### config.mk
export PLATFORM = sky130hd
export DESIGN_NAME = alu_exec_top
export DESIGN_NICKNAME = d
export VERILOG_FILES = /design/src/source/alu_pkg.sv /design/src/source/adder.sv /design/src/source/multiplicator.sv /design/src/source/step_counter.sv /design/src/source/alu.sv /design/src/source/alu_ctrl_fsm.sv /design/src/source/alu_exec_top.sv
export SDC_FILE = /design/constraint.sdc
export NUM_CORES = 1
export LEC_CHECK = 0
export ABC_AREA = 1
export BUFFER_PORTS_ARGS = -buffer_cell sky130_fd_sc_hd__buf_4
export CELL_PAD_IN_SITES_DETAIL_PLACEMENT = 1
export CELL_PAD_IN_SITES_GLOBAL_PLACEMENT = 1
export CORE_ASPECT_RATIO = 0.9
export CORE_MARGIN = 5
export CORE_UTILIZATION = 35
export DETAILED_ROUTE_END_ITERATION = 10
export HOLD_SLACK_MARGIN = 0.06
export PLACE_DENSITY = 0.76
export SLEW_MARGIN = 25
export SYNTH_ARGS = -nofsm -noshare
export SYNTH_HDL_FRONTEND = slang
export SYNTH_HIERARCHICAL = 1
export SYNTH_SLANG_ARGS = --single-unit
### constraint.sdc
create_clock -name clk -period 24.5 [get_ports clk]
set_input_delay 4.9 -clock clk [delete_from_list [all_inputs] [get_ports clk]]
set_output_delay 4.9 -clock clk [all_outputs]
set_load 0.05 [all_outputs]
### src/source/alu_pkg.sv
package alu_pkg;

	// datapath width, one word
	localparam int DATA_W = 24;

	// shift amount comes from the low bits of operand b
	localparam int SHAMT_W = 5;

	// one shift-add iteration per multiplier bit
	localparam int MUL_STEPS = DATA_W;
	localparam int STEP_W = $clog2(MUL_STEPS + 1); // wide enough for MUL_STEPS

	// result side credits
	localparam int RES_CREDIT_MAX = 4; // consumer never grants more than this
	localparam int CREDIT_W = $clog2(RES_CREDIT_MAX + 1);

	// opcodes, same codes as the alu select
	typedef enum logic [2:0] {
		OP_ADD = 3'd0,
		OP_XOR = 3'd1,
		OP_SUB = 3'd2,
		OP_SLT = 3'd3, // unsigned
		OP_SLL = 3'd4,
		OP_SRL = 3'd5,
		OP_MUL = 3'd6,
		OP_NOP = 3'd7  // zero result, flags low
	} alu_op_e;

	// sequencing states of the control FSM
	typedef enum logic [1:0] {
		S_IDLE = 2'd0, // waiting for an op
		S_MUL  = 2'd1, // shift-add iterations
		S_OUT  = 2'd2  // result held until a credit is there
	} ctrl_state_e;

endpackage

### src/source/adder.sv
`timescale 1ns/1ns
module adder (
	input  logic [alu_pkg::DATA_W-1:0] a,
	input  logic [alu_pkg::DATA_W-1:0] b,
	input  logic                       sub, // 1 = a - b
	output logic [alu_pkg::DATA_W-1:0] sum,
	output logic                       c,   // carry out, no borrow on sub
	output logic                       z,
	output logic                       v,   // signed overflow
	output logic                       n
);
	import alu_pkg::*;

	logic [DATA_W-1:0] b_eff; // b or ~b
	logic [DATA_W:0]   cy;    // ripple carry chain

	assign b_eff = b ^ {DATA_W{sub}};

	// ripple through every bit, carry in is the sub bit
	always_comb begin
		cy[0] = sub;
		for (int i = 0; i < DATA_W; i++) begin
			sum[i]   = a[i] ^ b_eff[i] ^ cy[i];
			cy[i+1] = (a[i] & b_eff[i]) | (cy[i] & (a[i] ^ b_eff[i]));
		end
	end

	assign c = cy[DATA_W];
	assign z = ~|sum;
	assign v = cy[DATA_W] ^ cy[DATA_W-1]; // carry into msb differs from carry out
	assign n = sum[DATA_W-1];

endmodule

### src/source/multiplicator.sv
`timescale 1ns/1ns
module multiplicator (
	input  logic                       clk,
	input  logic                       rst_n,
	input  logic                       start,  // load multiplier, clear product
	input  logic                       step,   // one shift-add iteration
	input  logic [alu_pkg::DATA_W-1:0] mcand,
	input  logic [alu_pkg::DATA_W-1:0] mplier,
	output logic [alu_pkg::DATA_W-1:0] prod_lo,
	output logic                       hi_nz,  // upper half not zero
	output logic                       z,
	output logic                       n
);
	import alu_pkg::*;

	logic [2*DATA_W-1:0] prod_q;    // partial product
	logic [DATA_W-1:0]   mpl_q;     // multiplier, consumed lsb first
	logic [DATA_W-1:0]   addend;
	logic [DATA_W:0]     upper_sum; // upper half plus addend, with carry

	// multiplicand only added when the current multiplier bit is set
	assign addend = mpl_q[0] ? mcand : '0;

	assign upper_sum = {1'b0, prod_q[2*DATA_W-1:DATA_W]} + {1'b0, addend};

	always_ff @(posedge clk or negedge rst_n) begin
		if (!rst_n) begin
			prod_q <= '0;
			mpl_q  <= '0;
		end else if (start) begin
			prod_q <= '0;
			mpl_q  <= mplier;
		end else if (step) begin
			// add into the upper half then shift the whole thing right
			prod_q <= {upper_sum, prod_q[DATA_W-1:1]};
			mpl_q  <= mpl_q >> 1; // next bit to lsb
		end
	end

	// after MUL_STEPS iterations the full product sits in prod_q
	assign prod_lo = prod_q[DATA_W-1:0];
	assign hi_nz   = |prod_q[2*DATA_W-1:DATA_W]; // used as carry and overflow
	assign z       = ~|prod_q[DATA_W-1:0];
	assign n       = prod_q[DATA_W-1];

endmodule

### src/source/step_counter.sv
`timescale 1ns/1ns
module step_counter (
	input  logic clk,
	input  logic rst_n,
	input  logic load, // start of a multiply
	output logic last  // final iteration in progress
);
	import alu_pkg::*;

	logic [STEP_W-1:0] cnt_q;
	logic              armed_q; // set by a load, keeps last low out of reset

	always_ff @(posedge clk or negedge rst_n) begin
		if (!rst_n) begin
			cnt_q   <= '0;
			armed_q <= 1'b0;
		end else if (load) begin
			cnt_q   <= STEP_W'(MUL_STEPS - 1);
			armed_q <= 1'b1;
		end else if (cnt_q != '0) begin
			cnt_q <= cnt_q - 1'b1; // hold at zero
		end
	end

	assign last = armed_q & (cnt_q == '0);

endmodule

### src/source/alu.sv
`timescale 1ns/1ns
module alu (
	input  alu_pkg::alu_op_e           op,
	input  logic [alu_pkg::DATA_W-1:0] a,
	input  logic [alu_pkg::DATA_W-1:0] b,
	input  logic [alu_pkg::DATA_W-1:0] mul_lo,    // from multiplicator
	input  logic                       mul_hi_nz,
	input  logic                       mul_z,
	input  logic                       mul_n,
	output logic [alu_pkg::DATA_W-1:0] res,
	output logic                       c,
	output logic                       z,
	output logic                       gt,
	output logic                       v,
	output logic                       n
);
	import alu_pkg::*;

	logic [DATA_W-1:0]  add_res, sub_res;
	logic               add_c, add_z, add_v, add_n;
	logic               sub_c, sub_z, sub_v, sub_n;
	logic               sub_gt;
	logic [SHAMT_W-1:0] shamt;
	logic [DATA_W-1:0]  xor_res, slt_res, sll_res, srl_res;

	adder u_add (
		.a   (a),
		.b   (b),
		.sub (1'b0),
		.sum (add_res),
		.c   (add_c),
		.z   (add_z),
		.v   (add_v),
		.n   (add_n)
	);

	adder u_sub (
		.a   (a),
		.b   (b),
		.sub (1'b1),
		.sum (sub_res),
		.c   (sub_c),
		.z   (sub_z),
		.v   (sub_v),
		.n   (sub_n)
	);

	// positive difference, no overflow
	assign sub_gt = ~sub_n & ~sub_v & ~sub_z;

	assign shamt   = b[SHAMT_W-1:0]; // low five bits of b only
	assign xor_res = a ^ b;
	assign slt_res = {{(DATA_W-1){1'b0}}, (a < b)}; // unsigned compare
	assign sll_res = a << shamt;
	assign srl_res = a >> shamt;

	// result and flag select
	always_comb begin
		res = '0;
		c   = 1'b0;
		z   = 1'b0;
		gt  = 1'b0;
		v   = 1'b0;
		n   = 1'b0;
		case (op)
			OP_ADD: begin
				res = add_res;
				c   = add_c;
				z   = add_z;
				v   = add_v;
				n   = add_n;
			end
			OP_XOR: res = xor_res; // logic ops leave flags low
			OP_SUB: begin
				res = sub_res;
				c   = sub_c;
				z   = sub_z;
				gt  = sub_gt; // only op with gt
				v   = sub_v;
				n   = sub_n;
			end
			OP_SLT: res = slt_res;
			OP_SLL: res = sll_res;
			OP_SRL: res = srl_res;
			OP_MUL: begin
				res = mul_lo;
				c   = mul_hi_nz; // product did not fit one word
				z   = mul_z;
				v   = mul_hi_nz;
				n   = mul_n;
			end
			default: res = '0; // OP_NOP
		endcase
	end

endmodule

### src/source/alu_ctrl_fsm.sv
`timescale 1ns/1ns
module alu_ctrl_fsm (
	input  logic                       clk,
	input  logic                       rst_n,
	input  logic                       op_valid,
	input  alu_pkg::alu_op_e           op_code,
	input  logic [alu_pkg::DATA_W-1:0] op_a,
	input  logic [alu_pkg::DATA_W-1:0] op_b,
	input  logic                       res_credit, // one slot per pulse
	input  logic                       cnt_last,
	input  logic [alu_pkg::DATA_W-1:0] alu_res,
	input  logic                       alu_c,
	input  logic                       alu_z,
	input  logic                       alu_gt,
	input  logic                       alu_v,
	input  logic                       alu_n,
	output logic [alu_pkg::DATA_W-1:0] a_q,
	output logic [alu_pkg::DATA_W-1:0] b_q,
	output alu_pkg::alu_op_e           op_q,
	output logic                       cnt_load,
	output logic                       mul_start,
	output logic                       mul_step,
	output logic                       op_credit,  // op credit back to sender
	output logic                       res_valid,
	output logic [alu_pkg::DATA_W-1:0] res_data,
	output logic                       res_c,
	output logic                       res_z,
	output logic                       res_gt,
	output logic                       res_v,
	output logic                       res_n
);
	import alu_pkg::*;

	ctrl_state_e         state_q, state_d;
	logic                res_ld_q; // first cycle in S_OUT, result not yet registered
	logic [CREDIT_W-1:0] credit_q; // result credits held
	logic                accept;
	logic                send;

	assign accept    = (state_q == S_IDLE) & op_valid;
	assign mul_start = accept & (op_code == OP_MUL); // multiplier loads at capture
	assign cnt_load  = mul_start;
	assign mul_step  = (state_q == S_MUL);
	assign send      = (state_q == S_OUT) & (credit_q != '0);

	always_comb begin
		state_d = state_q;
		case (state_q)
			S_IDLE: if (op_valid) state_d = (op_code == OP_MUL) ? S_MUL : S_OUT;
			S_MUL:  if (cnt_last) state_d = S_OUT; // last step happens this cycle
			S_OUT:  if (send) state_d = S_IDLE;
			default: state_d = S_IDLE;
		endcase
	end

	always_ff @(posedge clk or negedge rst_n) begin
		if (!rst_n) begin
			state_q   <= S_IDLE;
			res_ld_q  <= 1'b0;
			credit_q  <= '0;
			res_valid <= 1'b0;
			op_credit <= 1'b0;
		end else begin
			state_q   <= state_d;
			res_ld_q  <= (state_q != S_OUT) & (state_d == S_OUT);
			// grant and spend in one cycle cancel out
			credit_q  <= credit_q + CREDIT_W'(res_credit) - CREDIT_W'(send);
			res_valid <= send;
			op_credit <= send; // op slot freed with the result
		end
	end

	// operand and result payload
	always_ff @(posedge clk) begin
		if (accept) begin
			a_q  <= op_a;
			b_q  <= op_b;
			op_q <= op_code;
		end
		if (res_ld_q) begin
			res_data <= alu_res;
			res_c    <= alu_c;
			res_z    <= alu_z;
			res_gt   <= alu_gt;
			res_v    <= alu_v;
			res_n    <= alu_n;
		end
	end

endmodule

### src/source/alu_exec_top.sv
`timescale 1ns/1ns
module alu_exec_top (
	input  logic                       clk,
	input  logic                       rst_n,
	input  logic                       op_valid,
	input  alu_pkg::alu_op_e           op_code,
	input  logic [alu_pkg::DATA_W-1:0] op_a,
	input  logic [alu_pkg::DATA_W-1:0] op_b,
	input  logic                       res_credit,
	output logic                       op_credit,
	output logic                       res_valid,
	output logic [alu_pkg::DATA_W-1:0] res_data,
	output logic                       res_c,
	output logic                       res_z,
	output logic                       res_gt,
	output logic                       res_v,
	output logic                       res_n
);
	import alu_pkg::*;

	logic [DATA_W-1:0] a_q, b_q;
	alu_op_e           op_q;
	logic              cnt_load, cnt_last;
	logic              mul_start, mul_step;
	logic [DATA_W-1:0] mul_lo;
	logic              mul_hi_nz, mul_z, mul_n;
	logic [DATA_W-1:0] alu_res;
	logic              alu_c, alu_z, alu_gt, alu_v, alu_n;

	alu_ctrl_fsm u_ctrl (
		.clk        (clk),
		.rst_n      (rst_n),
		.op_valid   (op_valid),
		.op_code    (op_code),
		.op_a       (op_a),
		.op_b       (op_b),
		.res_credit (res_credit),
		.cnt_last   (cnt_last),
		.alu_res    (alu_res),
		.alu_c      (alu_c),
		.alu_z      (alu_z),
		.alu_gt     (alu_gt),
		.alu_v      (alu_v),
		.alu_n      (alu_n),
		.a_q        (a_q),
		.b_q        (b_q),
		.op_q       (op_q),
		.cnt_load   (cnt_load),
		.mul_start  (mul_start),
		.mul_step   (mul_step),
		.op_credit  (op_credit),
		.res_valid  (res_valid),
		.res_data   (res_data),
		.res_c      (res_c),
		.res_z      (res_z),
		.res_gt     (res_gt),
		.res_v      (res_v),
		.res_n      (res_n)
	);

	step_counter u_cnt (
		.clk   (clk),
		.rst_n (rst_n),
		.load  (cnt_load),
		.last  (cnt_last)
	);

	// multiplier loads straight from op_b at capture, operand regs not yet valid
	multiplicator u_mul (
		.clk     (clk),
		.rst_n   (rst_n),
		.start   (mul_start),
		.step    (mul_step),
		.mcand   (a_q),
		.mplier  (op_b),
		.prod_lo (mul_lo),
		.hi_nz   (mul_hi_nz),
		.z       (mul_z),
		.n       (mul_n)
	);

	alu u_alu (
		.op        (op_q),
		.a         (a_q),
		.b         (b_q),
		.mul_lo    (mul_lo),
		.mul_hi_nz (mul_hi_nz),
		.mul_z     (mul_z),
		.mul_n     (mul_n),
		.res       (alu_res),
		.c         (alu_c),
		.z         (alu_z),
		.gt        (alu_gt),
		.v         (alu_v),
		.n         (alu_n)
	);

endmodule

Word-level counts from Yosys, hierarchy flattened
Index checks and enable logic that the tools add are counted.
- logic and storage cells: 315
- flip-flop bits (word level): 165
- output and inout port bits: 31
- bits of input ports: 55
- shifts and indexed selects: 2
- add/sub/neg operators: 4
- order comparisons: 1
- reductions and logical operators: 14
- bitwise logic cells: 249
- equality and inequality tests: 11
- mux-type cells: 17
- operators by type and width (kind ; number):
    $pmux 24 s7 ; 1
    $and 1x1->1 ; 101
    $mux 48 ; 2
    $reduce_or 24->1 ; 4
    $xor 1x1->1 ; 96
    $mux 24 ; 3
    $or 1x1->1 ; 47
    $add 24x24->25 ; 1
    $lt 24x24->1 ; 1
    $not 24->24 ; 1
    $shl 24x5->24 ; 1
    $shr 24x5->24 ; 1
    $xor 24x24->24 ; 1
    $eq 3x3->1 const B ; 4
    $pmux 1 s3 ; 4
    $mux 5 ; 2
    $mux 2 ; 4
    $eq 3x2->1 const B ; 2
    $pmux 2 s3 ; 1
    $logic_not 5->1 ; 1
    $reduce_bool 5->1 ; 1
    $sub 5x1->5 const B ; 1
    $eq 2x2->1 const B ; 2
    $reduce_bool 2->1 ; 2
    other kinds (10) ; 14

Depth between registers and ports, before layout
- word-level depth: 53
- depth in mapped cells: 35

Hierarchy
The synthesis kept the hierarchy.
- modules (own cells, without submodules) (module ; cells each ; instances ; sequential area each (µm²) ; area each (µm²)):
    multiplicator ; 723 ; 1 ; 1801.7 ; 5007.3
    alu ; 761 ; 1 ; 0.0 ; 3812.4
    alu_ctrl_fsm ; 120 ; 1 ; 2577.5 ; 2786.4
    adder ; 128 ; 2 ; 0.0 ; 1036.0
    step_counter ; 37 ; 1 ; 150.1 ; 296.5

Worst setup path after synthesis
OpenSTA, ideal clock, no wires.
- path kind: reg-to-reg
- from: reg u_ctrl/b_q[0] (netlist name)
- to: reg u_ctrl/res_data[23] (netlist name), data pin
- arrival: 9.844 ns
- path slack: 14.403 ns
- cell stages (with the launch flop): 33
- data required time: 24.247 ns
- setup time: 0.253 ns
- cell sequence: edfxtp_1 mux2i_1 fa_1 fa_1 fa_1 fa_1 fa_1 fa_1 fa_1 fa_1 fa_1 fa_1 fa_1 fa_1 fa_1 fa_1 fa_1 fa_1 fa_1 fa_1 fa_1 inv_1 fa_1 inv_1 fa_1 fa_1 fa_1 inv_1 buf_4 nand2_1 o2111ai_1 nor2_1 nand2_1
- cells in the longest elaborated chain, start to end: 49
- elaborated cells on any way between the ends: 98
- those cells by class: shift: 2; mux: 1; bitwise: 95
- ends and longest elaborated chain (element ; RTL line ; source):
    from (decl) ; alu_ctrl_fsm.sv:18 ; output logic [alu_pkg::DATA_W-1:0] b_q,
    from (signal assigned) ; alu_ctrl_fsm.sv:77 ; b_q <= op_b;
    $not 24->24 (no source line) * ; -- ;
    $and 1x1->1 or $xor 1x1->1 (tied branches) ; adder.sv:24 ; cy[i+1] = (a[i] & b_eff[i]) | (cy[i] & (a[i] ^ b_eff[i]));
    $or 1x1->1 * ; adder.sv:24 ;
    $and 1x1->1 * ; adder.sv:24 ;
    $or 1x1->1 * ; adder.sv:24 ;
    $and 1x1->1 * ; adder.sv:24 ;
    $or 1x1->1 * ; adder.sv:24 ;
    $and 1x1->1 * ; adder.sv:24 ;
    [35 not listed] ; -- ;
    $and 1x1->1 * ; adder.sv:24 ;
    $or 1x1->1 * ; adder.sv:24 ;
    $and 1x1->1 * ; adder.sv:24 ;
    $or 1x1->1 * ; adder.sv:24 ;
    $xor 1x1->1 * ; adder.sv:23 ; sum[i] = a[i] ^ b_eff[i] ^ cy[i];
    via u_alu.sub_n ; alu.sv:21 ; logic sub_c, sub_z, sub_v, sub_n;
    $pmux 24 s7 * ; alu.sv:65 ; case (op)
    via alu_res[23] ; alu_exec_top.sv:27 ; logic [DATA_W-1:0] alu_res;
    to (signal assigned) ; alu_ctrl_fsm.sv:81 ; res_data <= alu_res;
    to (decl) ; alu_ctrl_fsm.sv:25 ; output logic [alu_pkg::DATA_W-1:0] res_data,
The timed path passes the listed nets; every way through them passes the cells marked *.
A chain may end at the register's enable or synchronous reset.

Worst setup path after layout
- from: reg u_ctrl/b_q[1] (netlist name)
- to: reg u_ctrl.res_gt, data pin
- cells in the longest elaborated chain, start to end: 52
- elaborated cells on any way between the ends: 78
- those cells by class: bitwise: 77; reduce/logical: 1
- ends and longest elaborated chain (element ; RTL line ; source):
    $not 24->24 (no source line) * ; -- ;
    $xor 1x1->1 ; adder.sv:23, adder.sv:24 ;
    $and 1x1->1 ; adder.sv:24 ;
    $or 1x1->1 ; adder.sv:24 ;
    $and 1x1->1 ; adder.sv:24 ;
    $or 1x1->1 ; adder.sv:24 ;
    $and 1x1->1 ; adder.sv:24 ;
    $or 1x1->1 ; adder.sv:24 ;
    [36 not listed] ; -- ;
    $and 1x1->1 ; adder.sv:24 ;
    $or 1x1->1 ; adder.sv:24 ;
    $and 1x1->1 ; adder.sv:24 ;
    $or 1x1->1 ; adder.sv:24 ;
    $xor 1x1->1 ; adder.sv:30 ; assign v = cy[DATA_W] ^ cy[DATA_W-1];
    $not 1->1 ; alu.sv:49 ; assign sub_gt = ~sub_n & ~sub_v & ~sub_z;
    $and 1x1->1 ; alu.sv:49 ;
    $and 1x1->1 * ; alu.sv:49 ;
    to (signal assigned) ; alu_ctrl_fsm.sv:84 ; res_gt <= alu_gt;
    to (decl) ; alu_ctrl_fsm.sv:28 ; output logic res_gt,
Every way passes the cells marked *; elsewhere a longest branch is shown, timed or not.

==> results_dict.tcl <==
set metrics [dict create \
    worst-path-stages 32 \
    dp.final_hpwl_mm 38.88 \
    num_rows 69 \
    slowest_delay_ns 0.54 \
    regArea_sq_mm 0.004531 \
    core_area_sq_mm 0.03945 \
    die_area_sq_mm 0.04403 \
    yosysMostFrequentCell "nand2_1" \
    nFillCells 4931 \
    avgRoutedWirePerCell_um 20.40 \
    power.leakage_uw 0.007583 \
    grt_pass1_wl_mm 76.66 \
    drc_errors 0 \
    finClkSkew_ns 0.02046 \
    slowest_stage "fa_1" \
    drive_gt1_share_pct 9.464 \
    avgSynthCellArea_sq_um 7.367 \
    synth_cell_types 52 \
    drt-pass1-iter-count 5 \
    hold_viol 0 \
    wl_met3_mm 3.063 \
    wirelength_met1_mm 22.85 \
    rsz0062_at_grt "no" \
    die_y_um 199.6 \
    multiInputGateArea_sq_mm 0.007545 \
    top_layer "met4" \
    worst_ep_required_time_ns 24.70 \
    end_kind "register" \
    relSlewSlack_pct 31.83 \
    ctsResizeCount 0 \
    grt.total_usage_pct 22.80 \
    num_antenna_cells 0 \
    tightest_slew_ns 1.023 \
    ys_seq_elements 165 \
    synth_top_area_share_pct 17.19 \
    synth-edff-count 80 \
    clk_pin_slew_worst_paths_ns 0.08 \
    cts_setup_buffers 0 \
    vias 13000 \
    port_buffers 85 \
    critPathBufInv 3 \
    synthTopCellsByCount "nand2_1, inv_1, nand3_1" \
    finalSetupViolations 0 \
    dp_slack_ns 13.57 \
    synthesis.instances 1897 \
    cts-root-buf "clkbuf_16" \
    synth_top_cells_by_area "edfxtp_1, dfrtp_1, nand2_1, nand3_1, inv_1" \
    whs_ns 0.4575 \
    holdPathStages 2 \
    ir_drop_mv 0.03981 \
    fin_setup_tns_ns 0 \
    synth_seq_area_share_pct 32.41 \
    cp-start-kind "register" \
    r2r_cells 32 \
    synth_area_sq_mm 0.01397 \
    critPathMaxFanout 51 \
    grt_max_degree 61 \
    p_per_area_mw_per_mm2 96.59 \
    final_nets 2066 \
    first_iter_violations 1174 \
    clock_path_buffers 2 \
    fin_crit_ns 11.19 \
    slew_viol_final 0 \
    cts_tree "yes" \
    maxCapViolCount 0 \
    path_common_cell "fa_1" \
    synthArstFlopShare_pct 51.52 \
    outcome "complete, no violations" \
    utilization_pct 38.66 \
    fin_crit_sh_pct 45.68 \
    initial_utilization_pct 35.42 \
    dieWidth_um 220.6 \
    cts_hold_buf 0 \
    route.met2.wl_mm 22.66 \
    criticalPathCategory "register to register" \
    synth_fp_nets 2052 \
    synth_warnings 6 \
    p_total_uw 1473 \
    cts_buffers 17 \
    cts.sinks 165 \
    h-tree-depth 4 \
    via_per_inst 5.294 \
    ys_dominant_reg_cell "dfrtp_1" \
    grt_pass1_vias 13260 \
    top_level_ports 86 \
    fin_ws_ns 13.31 \
    crit_family "adder cells" \
    ant_nets 0 \
    area_growth_pct 9.141 \
    gp_congestion 0.9651 \
    wl_mm 50.08 \
    clk_latency_ns 0.46 \
    yosysTopAreaCell "edfxtp_1" \
    cp.arrival_ns 11.39 \
    antenna_found_initial 1 \
    fmax_mhz 89.35 \
    overflow 0 \
    hp-class "register to register" \
]
## layout make-up
type | instances | share of cell area (%)
Inverter | 316 | 7.834
Clock buffer | 17 | 2.789
Timing Repair Buffer | 98 | 4.824
Tap cell | 532 | 4.364
Multi-Input combinational cell | 1313 | 49.47
Clock inverter | 14 | 1.017
Sequential cell | 165 | 29.70
## metal layers
| layer | vias to the layer above | track usage [%] |
|---|---|---|
| met5 | - | 0 |
| met4 | 0 | 7.166 |
| met2 | 389 | 36.22 |
| met1 | 6436 | 31.70 |
| met3 | 64 | 4.196 |
| li1 | 6108 | - |
## cell families (layout without fill, tap and decap cells)
logic type | Yosys count | count (layout) | share of synthesized area (%)
fa+ha+maj | 100 | 100 | 11.53
compound gates | 159 | 159 | 7.234
buf+inv | 419 | 445 | 13.65
simple gates | 990 | 990 | 31.10
flops | 165 | 165 | 32.41
mux | 2 | 2 | 0.1433
xor+xnor | 60 | 60 | 3.868
other cells | 2 | 2 | 0.05374
## cell usage in the layout, fill, tap and decap left out, drive strengths merged, types with 17 or more instances in the layout
cell | netlist | routed
a21oi | 47 | 47
buf | 91 | 98
clkbuf | 12 | 17
dfrtp | 85 | 85
edfxtp | 80 | 80
fa | 48 | 48
ha | 52 | 52
inv | 314 | 324
nand2 | 550 | 550
nand3 | 289 | 289
nand4 | 22 | 22
nor2 | 102 | 102
o21ai | 36 | 36
o221ai | 19 | 19
o22ai | 25 | 25
xnor2 | 54 | 54
## worst min-delay path, stage by stage, from the launching register on
cell and delay [ns]:
dfrtp_1 0.32, inv_1 0.05, nand2_1 0.06
## through the flow
stage	instances	instance area, sq um
after floorplan	1897	13970
after global placement	2424	14670
after detailed placement	2424	14670
after CTS	2455	15250
after global routing	2455	15250
final	2455	15250
## state kept, by name, summed over array words and instances, names as in the netlist
name	flops
u_cnt/armed_q	1
u_cnt/cnt_q	5
u_ctrl/a_q	24
u_ctrl/b_q	24
u_ctrl/credit_q	3
u_ctrl/op_q	3
u_ctrl/res_c	1
u_ctrl/res_data	24
u_ctrl/res_gt	1
u_ctrl/res_ld_q	1
u_ctrl/res_n	1
u_ctrl/res_v	1
u_ctrl/res_valid	1
u_ctrl/res_z	1
u_ctrl/state_q	2
u_mul/mpl_q	24
u_mul/prod_q	48
## report_power, final
group	switching [uW]	leakage [uW]	internal [uW]
clock network	134	0.000287	137
logic	483	0.00547	251
registers	84.6	0.00182	385
total	701	0.00758	772
## final timing paths
kind                       slack [ns]          start                to
min in group asynchronous        4.42          rst_n  u_mul/prod_q[21]
max in group asynchronous       18.97          rst_n    u_mul/mpl_q[0]
hold reg to reg                  0.46  u_cnt/armed_q     u_cnt/armed_q
hold / removal                   0.46  u_cnt/armed_q     u_cnt/armed_q
setup reg to reg                13.31  u_ctrl/b_q[1]     u_ctrl/res_gt
setup / recovery                13.31  u_ctrl/b_q[1]     u_ctrl/res_gt
(Power assumes the default switching activity.)
